### src/verilog/noc_pkg.sv
package noc_pkg;

	// Port count of the mesh router.
	localparam int NUM_PORTS = 5;

	// Width of a port code. West already owns the name PORT_W.
	localparam int PORT_CODE_W = 3;

	// Port codes, also the bit order of every grant and request vector.
	localparam logic [PORT_CODE_W-1:0] PORT_N = 3'd0;
	localparam logic [PORT_CODE_W-1:0] PORT_S = 3'd1;
	localparam logic [PORT_CODE_W-1:0] PORT_W = 3'd2;
	localparam logic [PORT_CODE_W-1:0] PORT_E = 3'd3;
	localparam logic [PORT_CODE_W-1:0] PORT_L = 3'd4;

	// No route held.
	localparam logic [PORT_CODE_W-1:0] PORT_NONE = 3'd7;

	// Router and header addresses, Y in the upper half, X in the lower half.
	localparam int ADDR_W  = 8;
	localparam int COORD_W = 4;

endpackage

### src/verilog/arbiter.sv
`timescale 1ns/1ns

module arbiter
	import noc_pkg::*;
(
	input  logic                 clk,
	input  logic                 reset_i,

	input  logic [ADDR_W-1:0]    yx_addr_router_i,

	input  logic [ADDR_W-1:0]    yx_n_addr_header_i,
	input  logic [ADDR_W-1:0]    yx_s_addr_header_i,
	input  logic [ADDR_W-1:0]    yx_w_addr_header_i,
	input  logic [ADDR_W-1:0]    yx_e_addr_header_i,
	input  logic [ADDR_W-1:0]    yx_l_addr_header_i,

	input  logic                 nhr_n_write_i,
	input  logic                 nhr_s_write_i,
	input  logic                 nhr_w_write_i,
	input  logic                 nhr_e_write_i,
	input  logic                 nhr_l_write_i,

	input  logic                 nhr_n_release_i,
	input  logic                 nhr_s_release_i,
	input  logic                 nhr_w_release_i,
	input  logic                 nhr_e_release_i,
	input  logic                 nhr_l_release_i,

	input  logic                 rr_n_register_change_order_i,
	input  logic                 rr_s_register_change_order_i,
	input  logic                 rr_w_register_change_order_i,
	input  logic                 rr_e_register_change_order_i,
	input  logic                 rr_l_register_change_order_i,

	output logic [NUM_PORTS-1:0] rrp_n_priority_o,
	output logic [NUM_PORTS-1:0] rrp_s_priority_o,
	output logic [NUM_PORTS-1:0] rrp_w_priority_o,
	output logic [NUM_PORTS-1:0] rrp_e_priority_o,
	output logic [NUM_PORTS-1:0] rrp_l_priority_o,

	output logic                 rrp_n_priority_to_cs_o,
	output logic                 rrp_s_priority_to_cs_o,
	output logic                 rrp_w_priority_to_cs_o,
	output logic                 rrp_e_priority_to_cs_o,
	output logic                 rrp_l_priority_to_cs_o
);

	logic [PORT_CODE_W-1:0] nhr_n_addr;
	logic [PORT_CODE_W-1:0] nhr_s_addr;
	logic [PORT_CODE_W-1:0] nhr_w_addr;
	logic [PORT_CODE_W-1:0] nhr_e_addr;
	logic [PORT_CODE_W-1:0] nhr_l_addr;

	// ########################################
	// Input side, one held route per input.
	route_register i_route_n (
		.clk(clk), .reset_i(reset_i), .yx_addr_router_i(yx_addr_router_i),
		.yx_addr_header_i(yx_n_addr_header_i), .nhr_write_i(nhr_n_write_i),
		.nhr_release_i(nhr_n_release_i), .nhr_address_o(nhr_n_addr)
	);

	route_register i_route_s (
		.clk(clk), .reset_i(reset_i), .yx_addr_router_i(yx_addr_router_i),
		.yx_addr_header_i(yx_s_addr_header_i), .nhr_write_i(nhr_s_write_i),
		.nhr_release_i(nhr_s_release_i), .nhr_address_o(nhr_s_addr)
	);

	route_register i_route_w (
		.clk(clk), .reset_i(reset_i), .yx_addr_router_i(yx_addr_router_i),
		.yx_addr_header_i(yx_w_addr_header_i), .nhr_write_i(nhr_w_write_i),
		.nhr_release_i(nhr_w_release_i), .nhr_address_o(nhr_w_addr)
	);

	route_register i_route_e (
		.clk(clk), .reset_i(reset_i), .yx_addr_router_i(yx_addr_router_i),
		.yx_addr_header_i(yx_e_addr_header_i), .nhr_write_i(nhr_e_write_i),
		.nhr_release_i(nhr_e_release_i), .nhr_address_o(nhr_e_addr)
	);

	route_register i_route_l (
		.clk(clk), .reset_i(reset_i), .yx_addr_router_i(yx_addr_router_i),
		.yx_addr_header_i(yx_l_addr_header_i), .nhr_write_i(nhr_l_write_i),
		.nhr_release_i(nhr_l_release_i), .nhr_address_o(nhr_l_addr)
	);

	// ########################################
	// Output side, every arbiter sees all five routes.
	rr_output_arbiter #(.OUT_PORT(PORT_N)) i_arb_n (
		.clk(clk), .reset_i(reset_i),
		.nexthop_n_i(nhr_n_addr), .nexthop_s_i(nhr_s_addr), .nexthop_w_i(nhr_w_addr),
		.nexthop_e_i(nhr_e_addr), .nexthop_l_i(nhr_l_addr),
		.rr_register_change_order_i(rr_n_register_change_order_i),
		.rrp_priority_o(rrp_n_priority_o), .rrp_priority_to_cs_o(rrp_n_priority_to_cs_o)
	);

	rr_output_arbiter #(.OUT_PORT(PORT_S)) i_arb_s (
		.clk(clk), .reset_i(reset_i),
		.nexthop_n_i(nhr_n_addr), .nexthop_s_i(nhr_s_addr), .nexthop_w_i(nhr_w_addr),
		.nexthop_e_i(nhr_e_addr), .nexthop_l_i(nhr_l_addr),
		.rr_register_change_order_i(rr_s_register_change_order_i),
		.rrp_priority_o(rrp_s_priority_o), .rrp_priority_to_cs_o(rrp_s_priority_to_cs_o)
	);

	rr_output_arbiter #(.OUT_PORT(PORT_W)) i_arb_w (
		.clk(clk), .reset_i(reset_i),
		.nexthop_n_i(nhr_n_addr), .nexthop_s_i(nhr_s_addr), .nexthop_w_i(nhr_w_addr),
		.nexthop_e_i(nhr_e_addr), .nexthop_l_i(nhr_l_addr),
		.rr_register_change_order_i(rr_w_register_change_order_i),
		.rrp_priority_o(rrp_w_priority_o), .rrp_priority_to_cs_o(rrp_w_priority_to_cs_o)
	);

	rr_output_arbiter #(.OUT_PORT(PORT_E)) i_arb_e (
		.clk(clk), .reset_i(reset_i),
		.nexthop_n_i(nhr_n_addr), .nexthop_s_i(nhr_s_addr), .nexthop_w_i(nhr_w_addr),
		.nexthop_e_i(nhr_e_addr), .nexthop_l_i(nhr_l_addr),
		.rr_register_change_order_i(rr_e_register_change_order_i),
		.rrp_priority_o(rrp_e_priority_o), .rrp_priority_to_cs_o(rrp_e_priority_to_cs_o)
	);

	rr_output_arbiter #(.OUT_PORT(PORT_L)) i_arb_l (
		.clk(clk), .reset_i(reset_i),
		.nexthop_n_i(nhr_n_addr), .nexthop_s_i(nhr_s_addr), .nexthop_w_i(nhr_w_addr),
		.nexthop_e_i(nhr_e_addr), .nexthop_l_i(nhr_l_addr),
		.rr_register_change_order_i(rr_l_register_change_order_i),
		.rrp_priority_o(rrp_l_priority_o), .rrp_priority_to_cs_o(rrp_l_priority_to_cs_o)
	);

endmodule

### src/verilog/route_register.sv
`timescale 1ns/1ns

module route_register
	import noc_pkg::*;
(
	input  logic                   clk,
	input  logic                   reset_i,
	input  logic [ADDR_W-1:0]      yx_addr_router_i,
	input  logic [ADDR_W-1:0]      yx_addr_header_i,
	input  logic                   nhr_write_i,
	input  logic                   nhr_release_i,
	output logic [PORT_CODE_W-1:0] nhr_address_o
);

	logic [COORD_W-1:0]     router_y;
	logic [COORD_W-1:0]     router_x;
	logic [COORD_W-1:0]     header_y;
	logic [COORD_W-1:0]     header_x;
	logic [PORT_CODE_W-1:0] yx_route;
	logic [PORT_CODE_W-1:0] route_q;
	logic                   route_valid_q;

	assign router_y = yx_addr_router_i[ADDR_W-1 -: COORD_W];
	assign router_x = yx_addr_router_i[COORD_W-1:0];
	assign header_y = yx_addr_header_i[ADDR_W-1 -: COORD_W];
	assign header_x = yx_addr_header_i[COORD_W-1:0];

	// ########################################
	// YX routing, Y is resolved first.
	always_comb begin
		if (header_y > router_y) begin
			yx_route = PORT_S;
		end else if (header_y < router_y) begin
			yx_route = PORT_N;
		end else if (header_x > router_x) begin
			yx_route = PORT_E;
		end else if (header_x < router_x) begin
			yx_route = PORT_W;
		end else begin
			yx_route = PORT_L;
		end
	end

	// ########################################
	// Next-hop register, write wins over release.
	always_ff @(posedge clk) begin
		if (nhr_write_i) begin
			route_q <= yx_route;
		end
	end

	always_ff @(posedge clk) begin
		if (reset_i) begin
			route_valid_q <= 1'b0;
		end else if (nhr_write_i) begin
			route_valid_q <= 1'b1;
		end else if (nhr_release_i) begin
			route_valid_q <= 1'b0;
		end
	end

	assign nhr_address_o = route_valid_q ? route_q : PORT_NONE;

endmodule

### src/verilog/rr_output_arbiter.sv
`timescale 1ns/1ns

module rr_output_arbiter
	import noc_pkg::*;
#(
	parameter logic [PORT_CODE_W-1:0] OUT_PORT = PORT_N
) (
	input  logic                   clk,
	input  logic                   reset_i,
	input  logic [PORT_CODE_W-1:0] nexthop_n_i,
	input  logic [PORT_CODE_W-1:0] nexthop_s_i,
	input  logic [PORT_CODE_W-1:0] nexthop_w_i,
	input  logic [PORT_CODE_W-1:0] nexthop_e_i,
	input  logic [PORT_CODE_W-1:0] nexthop_l_i,
	input  logic                   rr_register_change_order_i,
	output logic [NUM_PORTS-1:0]   rrp_priority_o,
	output logic                   rrp_priority_to_cs_o
);

	logic [PORT_CODE_W-1:0] nexthop [NUM_PORTS];
	logic [NUM_PORTS-1:0]   request;
	logic [NUM_PORTS-1:0]   grant;
	logic [PORT_CODE_W-1:0] pointer;

	assign nexthop[PORT_N] = nexthop_n_i;
	assign nexthop[PORT_S] = nexthop_s_i;
	assign nexthop[PORT_W] = nexthop_w_i;
	assign nexthop[PORT_E] = nexthop_e_i;
	assign nexthop[PORT_L] = nexthop_l_i;

	// ########################################
	// Requests, own direction masked.
	always_comb begin
		for (int p = 0; p < NUM_PORTS; p++) begin
			request[p] = (nexthop[p] == OUT_PORT) && (p != int'(OUT_PORT));
		end
	end

	// ########################################
	// First requester at or after the pointer, circular.
	always_comb begin
		int   idx;
		logic found;
		grant = '0;
		found = 1'b0;
		for (int k = 0; k < NUM_PORTS; k++) begin
			idx = int'(pointer) + k;
			if (idx >= NUM_PORTS) begin
				idx = idx - NUM_PORTS;
			end
			if (!found && request[idx]) begin
				grant[idx] = 1'b1;
				found = 1'b1;
			end
		end
	end

	rr_priority_register i_rr_priority_register (
		.clk            (clk),
		.reset_i        (reset_i),
		.change_order_i (rr_register_change_order_i),
		.grant_i        (grant),
		.pointer_o      (pointer)
	);

	assign rrp_priority_o       = grant;
	assign rrp_priority_to_cs_o = |request;

endmodule

### src/verilog/rr_priority_register.sv
`timescale 1ns/1ns

module rr_priority_register
	import noc_pkg::*;
(
	input  logic                   clk,
	input  logic                   reset_i,
	input  logic                   change_order_i,
	input  logic [NUM_PORTS-1:0]   grant_i,
	output logic [PORT_CODE_W-1:0] pointer_o
);

	logic [PORT_CODE_W-1:0] grant_idx;
	logic [PORT_CODE_W-1:0] step_base;
	logic [PORT_CODE_W-1:0] next_pointer;

	// Index of the granted input, the grant is one-hot.
	always_comb begin
		grant_idx = '0;
		for (int i = 0; i < NUM_PORTS; i++) begin
			if (grant_i[i]) begin
				grant_idx = PORT_CODE_W'(i);
			end
		end
	end

	// Step past the winner, or past the current pointer when idle.
	assign step_base = (|grant_i) ? grant_idx : pointer_o;

	assign next_pointer = (step_base == PORT_CODE_W'(NUM_PORTS - 1)) ? '0
		: step_base + 1'b1;

	always_ff @(posedge clk) begin
		if (reset_i) begin
			pointer_o <= '0;
		end else if (change_order_i) begin
			pointer_o <= next_pointer;
		end
	end

endmodule
### config.mk
export PLATFORM = sky130hd
export DESIGN_NAME = arbiter
export DESIGN_NICKNAME = d
export VERILOG_FILES = /design/src/verilog/noc_pkg.sv /design/src/verilog/arbiter.sv /design/src/verilog/route_register.sv /design/src/verilog/rr_output_arbiter.sv /design/src/verilog/rr_priority_register.sv
export SDC_FILE = /design/constraint.sdc
export NUM_CORES = 1
export LEC_CHECK = 0
export ABC_AREA = 1
export BUFFER_PORTS_ARGS = -buffer_cell sky130_fd_sc_hd__buf_2
export CORE_UTILIZATION = 25
export DETAILED_ROUTE_END_ITERATION = 8
export PLACE_DENSITY_LB_ADDON = 0.12
export SYNTH_ARGS = -nofsm -noshare
export SYNTH_HDL_FRONTEND = slang
export SYNTH_SLANG_ARGS = --single-unit
### constraint.sdc
create_clock -name clk -period 5 [get_ports clk]
set_input_delay 0.75 -clock clk [delete_from_list [all_inputs] [get_ports clk]]
set_output_delay 0.75 -clock clk [all_outputs]
set_load 0.05 [all_outputs]
==> results of run 1 <==
[final timing paths]
kind	to	slack [ns]	cells past startpoint
min	i_route_w.route_valid_q	0.56	2
max	rrp_e_priority_o[1]	0.41	20
max reg2reg	i_arb_e.i_rr_priority_register.pointer_o[2]	0.79	24
min reg2reg	i_route_w.route_valid_q	0.56	2
[cell type report]
class / instances / area [um2]
Sequential cell: 35 / 851
Clock inverter: 3 / 15.0
Clock buffer: 5 / 125
Inverter: 276 / 1040
Timing Repair Buffer: 98 / 513
Fill cell: 4347 / 27000
Tap cell: 511 / 639
Multi-Input combinational cell: 1320 / 7610
[worst max-delay path, delay by kind of cell, from the launching register on]
family	cells	cell delay, ns
flops	1	0.64
simple gates	13	1.20
fa+ha+maj	2	0.80
buf+inv	5	0.87
[cell usage in the layout, fill, tap and decap left out, types with 4 or more instances in the layout]
master / Yosys / routed
nand3_1: 154 / 154
nor2_4: 5 / 5
xor2_1: 11 / 11
buf_2: 2 / 89
o21ai_0: 50 / 50
conb_1: 1 / 5
inv_2: 12 / 12
nand2_1: 418 / 418
edfxtp_1: 15 / 15
nand3b_1: 6 / 6
dfxtp_1: 20 / 20
o21ai_1: 14 / 14
o21bai_1: 10 / 10
nor3_1: 24 / 24
xnor2_1: 4 / 4
nor2_2: 25 / 25
nand3_2: 24 / 24
a211oi_1: 5 / 5
clkbuf_16: 0 / 5
clkinv_1: 2 / 4
o211ai_1: 12 / 12
a21oi_2: 5 / 5
buf_4: 8 / 9
fa_1: 5 / 5
a221oi_1: 9 / 9
o21ai_2: 6 / 6
nand2_2: 27 / 27
nand4_1: 48 / 48
o21a_1: 4 / 4
nor2_1: 226 / 226
ha_1: 145 / 145
a21oi_1: 49 / 49
inv_1: 260 / 260
[per-layer routing]
metal | share of wire [%] | vias up
met5 | 0 | -
met3 | 3.8 | 18
met1 | 51 | 4603
li1 | - | 5484
met2 | 44 | 217
met4 | 1.6 | 0
[stage by stage]
stage                     area (um2)  setup slack, ns  instances  utilization (%)
after detailed placement       10700            0.773       2240             28.2
after global routing           10800           0.0980       2248             28.5
after CTS                      10800            0.385       2248             28.5
after floorplan                 9660             1.19       1650                -
final                          10800            0.415       2248             28.5
after global placement         10700            0.717       2240             28.2
[flip-flops by register name, indices dropped and copies added (netlist names)]
register / flops
i_route_s.route_q: 3
i_route_n.route_q: 3
i_arb_e.i_rr_priority_register.pointer_o: 3
i_route_e.route_q: 3
i_route_w.route_valid_q: 1
i_arb_w.i_rr_priority_register.pointer_o: 3
i_arb_s.i_rr_priority_register.pointer_o: 3
i_route_l.route_valid_q: 1
i_route_l.route_q: 3
i_arb_n.i_rr_priority_register.pointer_o: 3
i_arb_l.i_rr_priority_register.pointer_o: 3
i_route_n.route_valid_q: 1
i_route_e.route_valid_q: 1
i_route_w.route_q: 3
i_route_s.route_valid_q: 1
[cell families after synthesis]
family | count (synthesis) | synth area share, %
and+or+nand+nor | 966 | 45.1
buffers and inverters | 295 | 12.4
AOI/OAI and AO/OA | 181 | 11.8
adders and majority gates | 150 | 19.8
DFF | 35 | 8.82
xor gates and xnor gates | 18 | 1.87
other | 1 | 0.0389
==> reports/results.ini, run 1 <==
[flow_run]
max-cap-violations = 0

[sta]
tns_ns = 0
clock-skew-final_ns = 0.00712
setup_viol = 0
finalHoldViolCount = 0
fmax_mhz = 218
relSlewSlack_pct = 45.9
slew_violations = 0
period_share_pct = 91.7
holdWs_ns = 0.563
worstMarginPinSlew_ns = 0.805
rsz0062_at_grt = no
min_period_ns = 4.59

[global_route]
grt_pass1_vias = 9629
use_met3_pct = 1.42
grt_pass1_wl_um = 51300
grtUsageMet1_pct = 23.5
grtUsageMet2_pct = 27.3
grt.total_usage_pct = 16.7
grt_max_degree = 21
antenna_found_initial = 0
busiest_layer = met2
grt-ovfl-total = 0

[clock_network]
post_cts_resized = 0
cts_hold_buf = 0
clock_path_buffers = 2
path_clk_slew_ns = 0.07
insertion_delay_ns = 0.32
cts.sinks = 35
cts_tree = yes
root_buffer = clkbuf_16
post-cts-setup-buffers = 0
htreeDepth = 2
cts_buffers = 5

[drt]
wl_per_cell_um = 14.2
drt_iter0_drc = 668
drc_errors = 0
drt_wl_total_um = 31900
first_pass_iters = 5
via_per_inst = 4.59
via_count = 10322
drtAntennaViolNets = 0

[final_layout]
nNetsFinal = 1951
area.growth.synth_to_final_pct = 11.9
drive_above_1_share_pct = 12.8
diodes = 0

[synth]
syn_inst = 1646
syn_area_mm2 = 0.00965
synthDistinctLibCells = 53
syn_avg_cell_area_um2 = 5.86
synth.top_cell.area_share_pct = 18.8
ys_ff_latch = 35
synth.top_cells.by_count = nand2_1 (418), inv_1 (260), nor2_1 (226)
synth.most_common_cell = nand2_1
synth_warnings = 0
ys_seq_area_share_pct = 8.82
synthArstFlopShare_pct = 0
synth_edf_count = 15
synthTopCellsByArea = ha_1 (19%), nand2_1 (16%), inv_1 (10%), nor2_1 (8.8%), nand3_1 (8.0%)
synthFlopType = dfxtp_1
yosysTopAreaCell = ha_1

[placed_design]
port_buffers = 89
dp_hpwl_um = 26600
gp_congestion = 0.882

[worst_setup_path]
critPathLaunchType = flip-flop
arrival_ns = 3.84
worstPathRequired_ns = 4.25
cpPeakStageDelay_ns = 0.64
endpoint_kind = primary output
crit_path_cell_trace = inv_1 -> ha_1 -> ha_1 -> inv_4 -> nor2_2 -> nor2_2 -> nand2_2 -> nand2_2 -> nand2_2 -> nand2_1 -> nand2_1 -> nor2_1 -> nor2_2 -> inv_1 -> nor2_2 -> nand2_1 -> nand2_1 -> nor2_1 -> inv_1 -> buf_2
worst_path_max_delay_cell = dfxtp_1
crit_fanout = 10
r2r_start = i_arb_e.i_rr_priority_register.pointer_o[1]
startpoint = i_arb_e.i_rr_priority_register.pointer_o[1]
crit_type = reg -> out

[floorplan]
rows = 71
num_io_pins = 95
coreArea_mm2 = 0.0378
die_w_um = 198
initial_core_util_pct = 25.5
dieArea_mm2 = 0.0394
chipHeight_um = 198

[outcome]
status = complete, no violations

[worst_hold_path]
min_from = i_route_w.route_valid_q
holdCritPathClass = reg -> reg

Power of run 1 is left out: the tool's default activity adds up to more than one toggle a clock period on the data nets, which glitch-free logic cannot reach.
==> run 2, diff against run 1 <==
- CORE_ASPECT_RATIO: unset -> 1.2
- CORE_MARGIN: unset -> 5
==> run 2 against run 1 <==
Clock skew shrank 0.0015 ns; register-to-register slack better by 0.11 ns; sequential share of layout area about the same; critical path depth decreased by 1; final cell count fell by 1.4%; flip-flop and latch count stayed put; die area increased by 8.3%; routed wire length rose by 3.0%; via count up 0.34%; non-clock buffer count unchanged; core utilization is 0.17 points lower; fmax increased by 1.6%; highest routed layer is now met5.
==> reports/results.ini, run 2 (synthesized netlist as in run 1, its figures left out) <==
[worst_hold_path]
hold_depth = 2  ; unchanged
min_from = i_route_w.route_valid_q  ; unchanged
holdCritPathClass = reg -> reg  ; unchanged
hold_path_end = i_route_w.route_valid_q  ; unchanged

[clock_network]
cts_buffers = 5  ; unchanged
post-cts-setup-buffers = 0  ; unchanged
clock_path_buffers = 2  ; unchanged
cts_hold_buf = 0  ; unchanged
path_clk_slew_ns = 0.07  ; about the same
cts.sinks = 35  ; unchanged
root_buffer = clkbuf_16  ; unchanged
htreeDepth = 2  ; unchanged
insertion_delay_ns = 0.30  ; was 0.32 ns
cts_tree = yes  ; unchanged

[floorplan]
chipHeight_um = 225  ; was 198 um
die_w_um = 189  ; was 198 um
coreArea_mm2 = 0.0380  ; was 0.0378 mm2
num_io_pins = 95  ; unchanged
rows = 78  ; was 71
dieArea_mm2 = 0.0426  ; was 0.0394 mm2
initial_core_util_pct = 25.4  ; was 25.5%

[sta]
worstMarginPinSlew_ns = 0.711  ; was 0.805 ns
min_period_ns = 4.51  ; was 4.59 ns
setup_viol = 0  ; unchanged
slew_violations = 0  ; unchanged
rsz0062_at_grt = no  ; unchanged
fmax_mhz = 222  ; was 218 MHz
finalHoldViolCount = 0  ; unchanged
clock-skew-final_ns = 0.00567  ; was 0.00712 ns
period_share_pct = 90.2  ; was 91.7%
relSlewSlack_pct = 52.6  ; was 45.9%
tns_ns = 0  ; unchanged

[final_layout]
nNetsFinal = 1951  ; unchanged
drive_above_1_share_pct = 13.0  ; was 12.8%
area.growth.synth_to_final_pct = 11.6  ; was 11.9%
finalInstanceArea_mm2 = 0.0108  ; about the same
mostFrequentLayoutCells = nand2_1 (418), inv_1 (260), nor2_1 (226), nand3_1 (154), ha_1 (145)  ; unchanged
fill_cells = 4284  ; was 4347
diodes = 0  ; unchanged
layout_commonest_cell = nand2_1  ; unchanged

[global_route]
grtUsageMet1_pct = 20.0  ; was 23.5%
grt_max_degree = 21  ; unchanged
grt-ovfl-total = 0  ; unchanged
antenna_found_initial = 3  ; was 0
grt_pass1_wl_um = 51700  ; was 51300 um
busiest_layer = met2  ; unchanged
grt_pass1_vias = 9702  ; was 9629
use_met3_pct = 1.94  ; was 1.42%
grt.total_usage_pct = 15.1  ; was 16.7%
grtUsageMet2_pct = 26.6  ; was 27.3%

[drt]
drt_iter0_drc = 527  ; was 668
via_per_inst = 4.67  ; was 4.59
wl_per_cell_um = 14.8  ; was 14.2 um
via_count = 10357  ; was 10322
drc_errors = 0  ; unchanged
drt_wl_total_um = 32900  ; was 31900 um
drtAntennaViolNets = 0  ; unchanged
first_pass_iters = 5  ; unchanged

[worst_setup_path]
crit_type = reg -> out  ; unchanged
crit_fanout = 10  ; unchanged
reg2reg_depth = 26  ; was 24
endpoint_kind = primary output  ; unchanged
arrival_ns = 3.76  ; was 3.84 ns
r2r_end = i_arb_e.i_rr_priority_register.pointer_o[2]  ; unchanged
cpPeakStageDelay_ns = 0.48  ; was 0.64 ns
crit_path_cell_trace = inv_1 -> ha_1 -> ha_1 -> inv_4 -> nor2_2 -> nor2_2 -> nand2_2 -> o21ai_2 -> nor2_1 -> nand2_1 -> nand2_1 -> nor2_2 -> inv_1 -> nor2_2 -> nand2_1 -> nand2_1 -> nor2_1 -> inv_1 -> buf_2  ; was inv_1 -> ha_1 -> ha_1 -> inv_4 -> nor2_2 -> nor2_2 -> nand2_2 -> nand2_2 -> nand2_2 -> nand2_1 -> nand2_1 -> nor2_1 -> nor2_2 -> inv_1 -> nor2_2 -> nand2_1 -> nand2_1 -> nor2_1 -> inv_1 -> buf_2
startpoint = i_arb_e.i_rr_priority_register.pointer_o[1]  ; unchanged
critPathLaunchType = flip-flop  ; unchanged
r2r_slack_ns = 0.90  ; was 0.79 ns
r2r_start = i_arb_e.i_rr_priority_register.pointer_o[1]  ; unchanged
worst_path_max_delay_cell = dfxtp_2  ; was dfxtp_1
worstPathRequired_ns = 4.25  ; about the same

[placed_design]
dp_hpwl_um = 27600  ; was 26600 um
port_buffers = 89  ; unchanged
gp_congestion = 0.884  ; was 0.882
placed_area_mm2 = 0.0106  ; was 0.0107 mm2

[flow_run]
max-cap-violations = 0  ; unchanged

[outcome]
status = complete, no violations  ; unchanged

## run 2: cell types whose count changed in the layout (fill, tap and decap cells not counted), sizes merged
cell and change:
clkbuf +2, clkinv -1, clkinvlp -1
## run 2: cell type report
cell class	instances	area (um2)	area share (%)
timing repair buffer	98	513	4.76
tap	480	601	5.58
sequential	35	852	7.91
clock buffer	7	143	1.32
clock inverter	1	5.00	0.0465
inverter	276	1040	9.69
multi-input combinational	1320	7610	70.7
## run 2: worst max-delay path by stage
| stage | to | slack [ns] | cells after the start |
|---|---|---|---|
| floorplan | i_arb_w.i_rr_priority_register.pointer_o[2] | 1.19 | 25 |
| global placement | rrp_e_priority_o[1] | 0.62 | 19 |
| detailed placement | rrp_e_priority_o[1] | 0.58 | 19 |
| CTS | rrp_e_priority_o[1] | 0.22 | 19 |
| global route | rrp_e_priority_o[1] | 0.12 | 19 |
| finish | rrp_e_priority_o[1] | 0.49 | 19 |
## run 2: per-layer routing
layer	up-vias	wire length, um
li1	5491	-
met1	4661	15800
met2	175	15500
met3	26	1090
met4	4	525
met5	-	27
## run 2: worst max-delay path: cells and delay by family, from the launching register on
family,cells,cell delay (ns)
flops,1,0.48
fa+ha+maj,2,0.74
compound gates,1,0.26
simple gates,11,1.08
buf+inv,5,0.89
## run 2: repair_timing
action	CTS	global route
setup endpoints to repair	0	3
resized for setup	0	1
endpoints found under the hold margin	0	0
## run 2: metrics by stage
stage               worst slack, ns  hold WS [ns]  util (%)  std cells
finish                        0.488         0.541      28.4       2217
global route                  0.119         0.610      28.4       2217
CTS                           0.223         0.543      28.4       2217
detailed placement            0.579         0.525      28.0       2209
global placement              0.623         0.513      28.0       2209
floorplan                      1.19         0.478         -       1650
Power of run 2 is left out for the same reason.
==> run 3, diff against run 2 <==
- CTS_BUF_LIST: unset -> sky130_fd_sc_hd__clkbuf_4
==> run 3 against run 2 <==
Routed wire length grew 0.24%; via count barely moved; critical endpoint unchanged; register-to-register slack is essentially flat; critical path depth is the same; clock skew increased by 0.0045 ns; clock-buffer cell count fell by 1; flip-flop and latch count is the same; final cell count is 0.27% higher; non-clock buffer count up 4; core utilization shrank 0.15 points; fmax decreased by 2.3%; setup slack worse by 0.11 ns.
==> reports/results.ini, run 3 (synthesized netlist as in run 1, its figures left out) <==
[outcome]
status = complete, no violations  ; unchanged

[floorplan]
initial_core_util_pct = 25.4  ; unchanged
chipHeight_um = 225  ; unchanged
dieArea_mm2 = 0.0426  ; unchanged
num_io_pins = 95  ; unchanged
die_w_um = 189  ; unchanged
rows = 78  ; unchanged
coreArea_mm2 = 0.0380  ; unchanged

[sta]
clock-skew-final_ns = 0.0102  ; was 0.00567 ns
relSlewSlack_pct = 52.8  ; was 52.6%
rsz0062_at_grt = no  ; unchanged
worstMarginPinSlew_ns = 0.708  ; was 0.711 ns
finalHoldViolCount = 0  ; unchanged
slew_violations = 0  ; unchanged
min_period_ns = 4.62  ; was 4.51 ns
fmax_mhz = 217  ; was 222 MHz
period_share_pct = 92.4  ; was 90.2%
setup_viol = 0  ; unchanged
tns_ns = 0  ; unchanged

[final_layout]
drive_above_1_share_pct = 13.2  ; was 13.0%
layout_commonest_cell = nand2_1  ; unchanged
multiInputGateArea_mm2 = 0.00761  ; unchanged
nNetsFinal = 1955  ; was 1951
fill_cells = 4288  ; was 4284
seq_area_um2 = 852  ; unchanged
finalNonFillerCells = 2223  ; was 2217
area.growth.synth_to_final_pct = 11.1  ; was 11.6%
mostFrequentLayoutCells = nand2_1 (418), inv_1 (259), nor2_1 (226), nand3_1 (154), ha_1 (145)  ; was nand2_1 (418), inv_1 (260), nor2_1 (226), nand3_1 (154), ha_1 (145)

[global_route]
grt_pass1_vias = 9710  ; was 9702
grt-ovfl-total = 0  ; unchanged
grt_max_degree = 21  ; unchanged
antenna_found_initial = 4  ; was 3
grt.total_usage_pct = 15.1  ; about the same
grt_pass1_wl_um = 51700  ; unchanged

[clock_network]
cts_tree = yes  ; unchanged
insertion_delay_ns = 0.41  ; was 0.30 ns
root_buffer = clkbuf_4  ; was clkbuf_16
path_clk_slew_ns = 0.15  ; was 0.07 ns
cts_buffers = 5  ; unchanged
clock_path_buffers = 2  ; unchanged
cts.sinks = 35  ; unchanged
htreeDepth = 2  ; unchanged

[worst_setup_path]
worstPathRequired_ns = 4.25  ; about the same
endpoint_kind = primary output  ; unchanged
arrival_ns = 3.87  ; was 3.76 ns
crit_fanout = 10  ; unchanged
critPathLaunchType = flip-flop  ; unchanged
crit_type = reg -> out  ; unchanged

[drt]
via_per_inst = 4.66  ; was 4.67
via_count = 10361  ; was 10357
drc_errors = 0  ; unchanged
drt_wl_total_um = 33000  ; was 32900 um
first_pass_iters = 5  ; unchanged
wl_per_cell_um = 14.8  ; about the same
drtAntennaViolNets = 0  ; unchanged
drt_iter0_drc = 549  ; was 527

[placed_design]
gp_congestion = 0.884  ; unchanged
port_buffers = 89  ; unchanged
dp_hpwl_um = 27600  ; unchanged
dp.cells = 2209  ; unchanged

[worst_hold_path]
holdCritPathClass = reg -> reg  ; unchanged

[flow_run]
max-cap-violations = 0  ; unchanged

run 3: critical path: stages, from the launching register on:
cell        delay, ns
dfxtp_2          0.54
clkinvlp_4       0.23
ha_1             0.27
ha_1             0.44
inv_4            0.15
nor2_2           0.06
nor2_2           0.17
nand2_2          0.14
o21ai_2          0.25
nor2_1           0.09
nand2_1          0.06
nand2_1          0.05
nor2_2           0.13
inv_1            0.07
nor2_2           0.16
nand2_1          0.08
nand2_1          0.07
nor2_1           0.06
inv_1            0.13
buf_2            0.29
run 3: routing by layer:
layer / wire, um / global-route usage [%] / part of all wire (%)
met5: 28 / 0 / 0.085
met4: 589 / 2.99 / 1.8
met3: 1250 / 1.94 / 3.8
met2: 15500 / 26.6 / 47
met1: 15600 / 20.0 / 47
run 3: per-stage QoR:
stage	instance area, um2	util, %	setup WS [ns]	hold slack, ns
after floorplan	9660	-	1.19	0.478
after global placement	10600	28.0	0.623	0.513
after detailed placement	10600	28.0	0.579	0.525
after CTS	10700	28.1	0.0599	0.549
after global routing	10700	28.2	0.0216	0.571
final	10700	28.2	0.381	0.559
run 3: path summary, 6_finish.rpt:
path                                                     from                                          end  slack [ns]  cells past startpoint
setup / recovery  i_arb_e.i_rr_priority_register.pointer_o[1]                          rrp_e_priority_o[1]        0.38                     19
hold / removal                        i_route_w.route_valid_q                      i_route_w.route_valid_q        0.56                      2
setup reg to reg  i_arb_e.i_rr_priority_register.pointer_o[1]  i_arb_e.i_rr_priority_register.pointer_o[2]        0.91                     26
hold reg to reg                       i_route_w.route_valid_q                      i_route_w.route_valid_q        0.56                      2
run 3: layout make-up:
| class | instances | share of cell area (%) |
|---|---|---|
| Tap cell | 480 | 5.61 |
| Timing Repair Buffer | 102 | 5.07 |
| Sequential cell | 35 | 7.95 |
| Multi-Input combinational cell | 1320 | 71.0 |
| Clock inverter | 2 | 0.0818 |
| Clock buffer | 6 | 0.421 |
| Inverter | 276 | 9.78 |
| Antenna cell | 2 | 0.0467 |
run 3: timing repair:
item,in CTS,in global routing
setup endpoints to repair,0,4
hold buffers,0,0
buffers inserted,0,4
gates resized for setup,0,2
Power of run 3 is left out for the same reason.
